`config.mk`:
```
export PLATFORM = sky130hd
export DESIGN_NAME = paletteLookup
export DESIGN_NICKNAME = d
export VERILOG_FILES = /design/src/design/colorPkg.sv /design/src/design/paletteLookup.sv
export SDC_FILE = /design/constraint.sdc
export NUM_CORES = 1
export LEC_CHECK = 0
export BUFFER_PORTS_ARGS = -buffer_cell sky130_fd_sc_hd__buf_4
export CAP_MARGIN = 20
export CELL_PAD_IN_SITES_DETAIL_PLACEMENT = 0
export CELL_PAD_IN_SITES_GLOBAL_PLACEMENT = 2
export CORE_MARGIN = 5
export CORE_UTILIZATION = 28
export CTS_BUF_LIST = sky130_fd_sc_hd__clkbuf_8 sky130_fd_sc_hd__clkbuf_16
export CTS_CLUSTER_SIZE = 16
export DETAILED_ROUTE_END_ITERATION = 8
export PLACE_DENSITY_LB_ADDON = 0.1
export SYNTH_ARGS = -nofsm -noshare
export SYNTH_HDL_FRONTEND = slang
export SYNTH_SLANG_ARGS = --single-unit
```
`constraint.sdc`:
```
create_clock -name clk -period 1.5 [get_ports clk]
set_clock_uncertainty 0.1 [all_clocks]
set_input_delay 0.375 -clock clk [delete_from_list [all_inputs] [get_ports clk]]
set_output_delay 0.375 -clock clk [all_outputs]
set_load 0.01 [all_outputs]
```
`src/design/colorPkg.sv`:
```
package colorPkg;

  typedef enum logic
  {
    charMario,
    charLuigi
  } characterT;

  localparam int indexWidth = 4;

  typedef logic [23:0] rgbT;

  // index 0 of every bitmap is this key colour and is drawn as see-through
  localparam rgbT keyColor = 24'h00FFCC;

  // both palettes hold entries 0 to 6 and only entry 1 differs
  localparam int paletteSize = 7;

  localparam rgbT [0:6] marioPalette = {
    24'h00FFCC,
    24'hF83800,
    24'hEA9A30,
    24'hEF9D34,
    24'h227DBB,
    24'hFFA440,
    24'hAC7C00
  };

  localparam rgbT [0:6] luigiPalette = {
    24'h00FFCC,
    24'h00FF00,
    24'hEA9A30,
    24'hEF9D34,
    24'h227DBB,
    24'hFFA440,
    24'hAC7C00
  };

  // indices past the palette end come out black
  localparam rgbT unusedColor = 24'h000000;

endpackage

```
`src/design/paletteLookup.sv`:
```
`timescale 1ns/1ns

module paletteLookup
(
  input  logic                                  clk,
  input  logic                                  rstN,
  input  logic [colorPkg::indexWidth-1:0]       readIndex,
  input  logic                                  outside,
  input  colorPkg::characterT                   addrCharacter,
  input  logic                                  addrValid,
  output colorPkg::rgbT                         resultColor,
  output logic                                  resultTransparent,
  output logic                                  resultValid
);

  // these ride one cycle behind the address stage to meet readIndex
  logic outsideD;
  colorPkg::characterT characterD;
  logic validD;

  colorPkg::rgbT lookColor;
  logic isClear;

  always_ff @(posedge clk or negedge rstN)
  begin
    if (!rstN)
    begin
      validD <= 1'b0;
      resultValid <= 1'b0;
    end
    else
    begin
      validD <= addrValid;
      resultValid <= validD;
    end
  end

  always_ff @(posedge clk)
  begin
    outsideD <= outside;
    characterD <= addrCharacter;
  end

  always_comb
  begin
    if (int'(readIndex) >= colorPkg::paletteSize)
    begin
      lookColor = colorPkg::unusedColor;
    end
    else if (characterD == colorPkg::charLuigi)
    begin
      lookColor = colorPkg::luigiPalette[readIndex[2:0]];
    end
    else
    begin
      lookColor = colorPkg::marioPalette[readIndex[2:0]];
    end
    isClear = outsideD || (readIndex == '0);
  end

  always_ff @(posedge clk)
  begin
    resultColor <= isClear ? colorPkg::keyColor : lookColor;
    resultTransparent <= isClear;
  end

endmodule

```
==> results by group <==
Yosys
  – Gate count after technology mapping: 102
  – Sequential element share of the synthesized area: 48.8%
  – Avg Inst Size Synth: 9.86 sq um
  – Yosys cell types: 26
  – Yosys Warn Count: 0
  – Yosys reg bits: 24
  – Post-Syn Area: 1010 sq um
  – Synthesized Nets: 121

Setup path
  – Critical path launch point type: input port
  – CP max stage cell: or3_4
  – RR Startpoint: characterD
  – Reg2reg end: resultColor[15]
  – Crit-path cells: buf_4 > ha_4 > a21o_1 > or3_4 > a221oi_2
  – Worst path top cell family by delay: simple AND/OR/NAND/NOR gates
  – CP Buf/Inv Count: 1
  – R2r worst-path depth: 3
  – Crit end category: register
  – Critical Path RT: 1.57 ns
  – Delay of the slowest critical-path stage: 0.44 ns
  – Arr. time, crit path: 1.45 ns
  – Flop-to-flop setup slack: 0.23 ns
  – Worst Path Max Fanout: 9
  – Worst Setup Path Type: in2reg

GRT
  – Largest net degree at the start of global routing: 14
  – First-pass GRT wire length: 4180 um
  – Initial antenna violation count: 0
  – Global Route Usage Sum: 10.5%
  – Vias in the first global route: 845
  – Congestion Overflow GR: 0

Floorplanning
  – I/O Pins: 35
  – Initial Util: 29.5%
  – Die outline width: 69.9 um
  – Die Y: 69.9 um
  – Die area: 4890 sq um
  – Row count: 21
  – Area of the core: 3420 sq um

STA
  – Final worst setup slack: 0.124 ns
  – Final Slew Violations: 0
  – Min Tclk post-route: 1.38 ns
  – Max frequency: 726 MHz
  – Hold_ws: 0.105 ns
  – Final hold violation count: 0
  – Final TNS setup: 0 ns
  – Setup repair after global routing missed its margin: no
  – Slew margin rel.: 74.8%
  – Period utilization: 91.8%
  – Count of final setup violators: 0
  – Worst slew pin tran: 0.373 ns

Outcome
  – Status: finished clean

Job
  – Max-cap check violation count: 0

Clock tree
  – Reg clk slew, reported paths: 0.09 ns
  – CTS Sinks: 24
  – CTS Root Cell: clkbuf_8
  – CTS buffer count: 3
  – Post CTS Setup Buffer Count: 0
  – Longest Clk Path Bufs: 2
  – Clk_lat worst skew: 0.26 ns
  – CTS tree: yes
  – H-tree levels: 1

Detailed routing
  – WL final: 2420 um
  – DR vias: 846
  – DRT Pass-1 Iters: 4
  – ANT nets after route: 0
  – Initial drt markers: 20
  – WL per Instance: 12.2 um
  – Post-DR vias/cell: 4.27
  – DRC Markers: 0

Placed design
  – Hpwl dp: 1910 um
  – IO Port Bufs: 34
  – Final GP Congestion: 0.756
  – Setup WS pre-CTS: -0.268 ns
  – Area after DPL: 1430 sq um
  – Inst Count DP: 193

Hold path
  – Hold endpoint: outsideD
  – Hold Path Cell Cnt: 1
  – Hold/Removal Path Class: in2reg
  – Worst hold start: outside

Power
  – Worst VDD drop: 0.310 mV
  – Cell Pwr Density: 891 nW/um^2
  – LEAKAGE: 0.728 nW
  – Total power: 1.33 mW

Finish
  – Non-Filler Instances: 198
  – Nets: 172
  – Final instance area: 1490 sq um
  – Commonest non-fill, non-tap cell in the layout: buf_4
  – Area Overhead vs Synth: 47.9%
  – Fraction of layout cells with a size suffix above 1: 42.1%
  – ANT cells: 0
  – Leading cell types in the layout, fill and taps excluded: buf_4 (54), dfxtp_1 (22), nor2_1 (9), ha_1 (8)
  – Post-Route Utilization: 43.6%
==> kinds of logic (layout without fill, tap and decap cells) <==
group	after synthesis	after routing	synth area share [%]
DFF	24	24	48.8
buffers and inverters	16	66	8.21
and+or+nand+nor	27	27	13.4
adders and majority gates	10	10	12.4
AOI/OAI and AO/OA	22	22	14.2
muxes	3	3	2.99
==> layer usage <==
metal,share of wire (%),GRT usage [%]
met1,49,14.5
met2,45,16.1
met3,6.3,2.73
met4,0.50,3.19
met5,0,0
==> worst max path at each step <==
stage | to | slack (ns) | cells after the start | startpoint
after detailed placement | resultColor[21] | -0.27 | 5 | readIndex[0]
after global placement | resultColor[21] | -0.22 | 5 | readIndex[0]
after CTS | resultColor[21] | 0.01 | 5 | readIndex[0]
after global routing | resultColor[21] | 0.11 | 5 | readIndex[0]
after floorplan | resultColor[21] | -0.06 | 5 | readIndex[0]
final | resultColor[21] | 0.12 | 5 | readIndex[0]
==> state kept, by name (all words and copies together), names as in the netlist <==
name / cells
resultValid: 1
resultColor: 19
outsideD: 1
characterD: 1
resultTransparent: 1
validD: 1
==> synth_stat cells, drive strengths merged <==
| library cell | instances | area [sq um] |
|---|---|---|
| a211oi | 1 | 7.51 |
| buf | 8 | 52.6 |
| nand2b | 3 | 18.8 |
| and3b | 1 | 8.76 |
| clkbuf | 1 | 3.75 |
| nand3 | 3 | 15.0 |
| a21o | 2 | 15.0 |
| o21ai | 7 | 35.0 |
| o311ai | 1 | 8.76 |
| o31ai | 2 | 15.0 |
| nand4b | 1 | 8.76 |
| o211ai | 1 | 7.51 |
| a21oi | 6 | 30.0 |
| o2111ai | 1 | 8.76 |
| dfrtp | 2 | 50.1 |
| dfxtp | 22 | 440 |
| inv | 7 | 26.3 |
| nor2 | 9 | 33.8 |
| nand2 | 5 | 18.8 |
| or2 | 2 | 12.5 |
| or3 | 1 | 6.26 |
| nor2b | 2 | 12.5 |
| mux2i | 3 | 30.0 |
| a221oi | 1 | 15.0 |
| ha | 10 | 125 |
==> cell type report <==
cell class	instances	area, sq um
clock buffer	3	41.3
clock inverter	1	3.75
fill	352	1930
inverter	7	26.3
multi-input combinational	62	453
sequential	24	490
tap	46	57.6
timing repair buffer	55	415
==> power by group <==
part           switching (mW)  leakage (nW)  internal [mW]
logic                   0.120         0.494          0.137
clock network           0.196        0.0269          0.183
registers              0.0157         0.206          0.675
total                   0.331         0.728          0.995
==> repair_timing <==
action	4_1_cts	5_1_grt
setup endpoints to repair	0	2
hold endpoints to repair	2	0
resized for setup	0	1
hold buffers	1	0
No activity file was read; power rests on OpenSTA's default activity.
