--- src/design/spriteMapPkg.sv ---
package spriteMapPkg;

  // animation frames shared by both characters, in memory order
  typedef enum logic [2:0]
  {
    frameStill,
    frameWalk1,
    frameWalk2,
    frameWalk3,
    frameJump,
    frameDeath
  } frameT;

  typedef enum logic
  {
    sizeSmall,
    sizeBig
  } sizeT;

  // a load writes one colour index, a fetch only reads
  typedef enum logic
  {
    opFetch,
    opLoad
  } opT;

  // every sprite is 20 pixels wide, the big form is twice as tall
  localparam int spriteWidth = 20;
  localparam int smallHeight = 20;
  localparam int bigHeight = 40;

  localparam int rowWidth = 6;
  localparam int colWidth = 5;

  localparam int smallFrameSize = spriteWidth * smallHeight;
  localparam int bigFrameSize = spriteWidth * bigHeight;

  // six small frames first, then five big frames with no big death frame
  localparam int smallBase = 0;
  localparam int bigBase = 2400;

  localparam int memDepth = 6400;
  localparam int addrWidth = 13;

endpackage

--- src/design/colorPkg.sv ---
package colorPkg;

  typedef enum logic
  {
    charMario,
    charLuigi
  } characterT;

  localparam int indexWidth = 4;

  typedef logic [23:0] rgbT;

  // index 0 of every bitmap is this key colour and is drawn as see-through
  localparam rgbT keyColor = 24'h00FFCC;

  // both palettes hold entries 0 to 6 and only entry 1 differs
  localparam int paletteSize = 7;

  localparam rgbT [0:6] marioPalette = {
    24'h00FFCC,
    24'hF83800,
    24'hEA9A30,
    24'hEF9D34,
    24'h227DBB,
    24'hFFA440,
    24'hAC7C00
  };

  localparam rgbT [0:6] luigiPalette = {
    24'h00FFCC,
    24'h00FF00,
    24'hEA9A30,
    24'hEF9D34,
    24'h227DBB,
    24'hFFA440,
    24'hAC7C00
  };

  // indices past the palette end come out black
  localparam rgbT unusedColor = 24'h000000;

endpackage

--- src/design/requestControl.sv ---
`timescale 1ns/1ns

module requestControl
(
  input  logic                                  clk,
  input  logic                                  rstN,
  input  logic                                  req,
  input  spriteMapPkg::opT                      op,
  input  colorPkg::characterT                   character,
  input  spriteMapPkg::sizeT                    size,
  input  spriteMapPkg::frameT                   frame,
  input  logic [spriteMapPkg::rowWidth-1:0]     row,
  input  logic [spriteMapPkg::colWidth-1:0]     col,
  input  logic [colorPkg::indexWidth-1:0]       loadIndex,
  input  colorPkg::rgbT                         resultColor,
  input  logic                                  resultTransparent,
  input  logic                                  resultValid,
  output logic                                  start,
  output spriteMapPkg::opT                      reqOp,
  output colorPkg::characterT                   reqCharacter,
  output spriteMapPkg::sizeT                    reqSize,
  output spriteMapPkg::frameT                   reqFrame,
  output logic [spriteMapPkg::rowWidth-1:0]     reqRow,
  output logic [spriteMapPkg::colWidth-1:0]     reqCol,
  output logic [colorPkg::indexWidth-1:0]       reqIndex,
  output logic                                  ack,
  output colorPkg::rgbT                         color,
  output logic                                  transparent
);

  typedef enum logic [1:0]
  {
    stIdle,
    stBusy,
    stAck
  } stateT;

  stateT state;

  // a request is accepted only from idle, so at most one is ever in flight
  logic accept;

  assign accept = (state == stIdle) && req;

  always_ff @(posedge clk or negedge rstN)
  begin
    if (!rstN)
    begin
      state <= stIdle;
      start <= 1'b0;
      ack <= 1'b0;
      color <= colorPkg::keyColor;
      transparent <= 1'b1;
    end
    else
    begin
      start <= accept;
      case (state)
        stIdle:
        begin
          if (req)
          begin
            state <= stBusy;
          end
        end
        stBusy:
        begin
          // the result is frozen here for as long as ack stays high
          if (resultValid)
          begin
            color <= resultColor;
            transparent <= resultTransparent;
            ack <= 1'b1;
            state <= stAck;
          end
        end
        stAck:
        begin
          if (!req)
          begin
            ack <= 1'b0;
            state <= stIdle;
          end
        end
        default:
        begin
          state <= stIdle;
        end
      endcase
    end
  end

  always_ff @(posedge clk)
  begin
    if (accept)
    begin
      reqOp <= op;
      reqCharacter <= character;
      reqSize <= size;
      reqFrame <= frame;
      reqRow <= row;
      reqCol <= col;
      reqIndex <= loadIndex;
    end
  end

endmodule

--- config.mk ---
export PLATFORM = sky130hd
export DESIGN_NAME = requestControl
export DESIGN_NICKNAME = d
export VERILOG_FILES = /design/src/design/spriteMapPkg.sv /design/src/design/colorPkg.sv /design/src/design/requestControl.sv
export SDC_FILE = /design/constraint.sdc
export NUM_CORES = 1
export LEC_CHECK = 0
export BUFFER_PORTS_ARGS = -buffer_cell sky130_fd_sc_hd__buf_2
export CAP_MARGIN = 5
export CORE_MARGIN = 5
export CORE_UTILIZATION = 47
export DETAILED_ROUTE_END_ITERATION = 6
export PLACE_DENSITY_LB_ADDON = 0.25
export RECOVER_POWER = 50
export SLEW_MARGIN = 25
export SYNTH_ARGS = -nofsm -noshare
export SYNTH_HDL_FRONTEND = slang
export SYNTH_SLANG_ARGS = --single-unit
--- constraint.sdc ---
create_clock -name clk -period 5.4 [get_ports clk]
set_input_delay 0.54 -clock clk [delete_from_list [all_inputs] [get_ports clk]]
set_output_delay 0.54 -clock clk [all_outputs]
set_load 0.02 [all_outputs]
==> metrics.yaml <==
outcome:
  outcome: "finished, final reports clean"
critical_path:
  arrival_ns: 2.33
  start_kind: "register"
  endpoint_kind: "register"
  crit_family: "simple AND/OR/NAND/NOR gates"
  cp_cell_sequence: "nor2b_1, nand2_1, mux2_4"
  required_ns: 5.57
  crit_buf_inv: 0
  critical_path.max_stage_delay_ns: 0.83
  cp_slowest_cell: "nand2_1"
  critPathKind: "register to register"
  cp_max_fo: 26
yosys:
  yosys.area_share.simple: 0.0213
  synth_top_family_by_area: "multiplexers"
  syn-cell-area_um2: 1820
  ys_seq_elements: 50
  yosysSeqAreaShare: 0.754
  syn_area_per_cell_um2: 20.4
  synth_compound_area_frac: 0.00825
  yosys.area_share.xor_xnor: 0
  synthAdderAreaFrac: 0
  synth_cell_types: 14
  synth_nets: 139
  syn_inst: 89
  synth.area.mux_share: 0.199
  yosys_warnings: 0
clocking:
  clk_pin_slew_ns: 0.08
  clock_path_buffers: 2
  clk_latency_ns: 0.29
  cts_buffers: 5
  cts_max_level: 2
  cts_setup_buffers: 0
  ctsHoldBuffers: 0
  cts_root_buf: "clkbuf_8"
  cts.sinks: 50
  ctsResizeCount: 0
  cts_tree: "yes"
detailed_routing:
  viasPerCell: 4.63
  drt_iter0_drc: 69
  vias: 1116
  final_antenna_net_count: 0
  drt_wl_total_um: 3800
  drt_first_pass_iters: 4
  drc: 0
  routedWlPerCell_um: 15.8
floorplan:
  die_h_um: 72.2
  coreArea_um2: 3720
  die_area_um2: 5220
  start_util: 0.490
  pin_count: 98
  die_x_um: 72.2
  rows: 22
final_layout:
  fin_nets: 242
  syn_to_final_growth_pct: 34.4
  final_area_um2: 2440
  antenna_cells: 0
  final_cells: 241
  final_common_cell: "buf_2"
  final_cell_mix: "buf_2 (96), edfxtp_1 (21), mux2_4 (19)"
  drive_above_1_share: 0.731
  fill_cells: 294
global_route:
  grt-ovfl-total: 0
  track_usage: 0.155
  grt_pass1_wl_um: 6070
  grt_max_degree: 30
  antenna_found_initial: 0
  grt_pass1_vias: 1241
sta:
  hold_viol_final: 0
  setup_violations: 0
  slew_headroom: 0.0200
  post-route-period-util: 0.398
  fin_hold_ws_ns: 0.414
  report.final.slew_viol_count: 0
  rsz0062_at_grt: "no"
  tns_ns: 0
  period_minus_slack_ns: 2.15
  fmax_mhz: 465
  max_slew.worst_pin.slew_ns: 1.47
  finalClockSkew_ns: 0.00432
flow_run:
  drv_cap: 0
placed_design:
  numPortBuffers: 97
  place.gp.congestion: 0.750
  placed_cell_area_um2: 2350
  dp_cells: 233
  hpwl_um: 2870
pwr:
  p_leak_uw: 0.00119
  total_power_uw: 1370
  power.density_nw_per_um2: 562
  ir_drop_v: 0.000293
hold_path:
  min_path_type: "input port to register"
==> final cells by class <==
type / instances / area [µm²] / area share
clock buffers: 7 / 80.1 / 0.0328
clock inverters: 1 / 30.0 / 0.0123
inverters: 2 / 7.51 / 0.00307
multi-input cells: 35 / 407 / 0.166
flip-flops and latches: 50 / 1370 / 0.561
well taps: 48 / 60.1 / 0.0246
repair buffers: 98 / 488 / 0.200
==> stage by stage <==
| stage | utilization | setup WS (ns) |
|---|---|---|
| floorplan | - | 2.79 |
| global placement | 0.634 | 3.78 |
| detailed placement | 0.634 | 3.73 |
| CTS | 0.663 | 3.85 |
| global route | 0.658 | 3.09 |
| finish | 0.658 | 3.25 |
==> registers in the layout, summed over array words and instances (netlist names), 2 cells and up <==
| signal | flops |
|---|---|
| color | 24 |
| reqCol | 5 |
| reqFrame | 3 |
| reqIndex | 4 |
| reqRow | 6 |
| state | 2 |
==> metal layers <==
layer,vias up,share of wire,global-route usage
met5,-,0,0
met4,0,0.017,0.0793
met3,7,0.084,0.0471
met2,51,0.51,0.251
met1,538,0.38,0.187
li1,520,-,-
==> path summary, 6_finish.rpt <==
check | start | endpoint | slack, ns | depth (start not counted)
setup reg to reg | state[1] | color[19] | 3.25 | 3
max in group asynchronous | rstN | color[23] | 3.96 | 1
hold reg to reg | color[17] | color[17] | 0.51 | 1
hold / removal | row[4] | reqRow[4] | 0.41 | 1
setup / recovery | state[1] | color[19] | 3.25 | 3
min in group asynchronous | rstN | color[17] | 0.59 | 1
==> Yosys cell counts (all sizes together) <==
library cell | n | area (µm²)
edfxtp | 21 | 631
dfrtp | 16 | 400
buf | 2 | 22.5
nand2 | 3 | 18.8
dfstp | 13 | 342
nor2 | 1 | 3.75
mux2 | 25 | 353
inv | 2 | 7.51
nor3b | 1 | 7.51
mux2i | 1 | 10.0
o21ai | 3 | 15.0
nor2b | 1 | 8.76
==> where the power goes <==
group          internal [µW]  switching [µW]
Combinational            224             269
Sequential               563            63.4
Clock                    144             111
==> kinds of logic (layout without fill, tap and decap cells) <==
| family | after synthesis | in the layout |
|---|---|---|
| AOI/OAI and AO/OA | 3 | 3 |
| buffers and inverters | 4 | 108 |
| DFF | 50 | 50 |
| muxes | 26 | 26 |
| and+or+nand+nor | 6 | 6 |
Power figures use the tool's default switching activity.
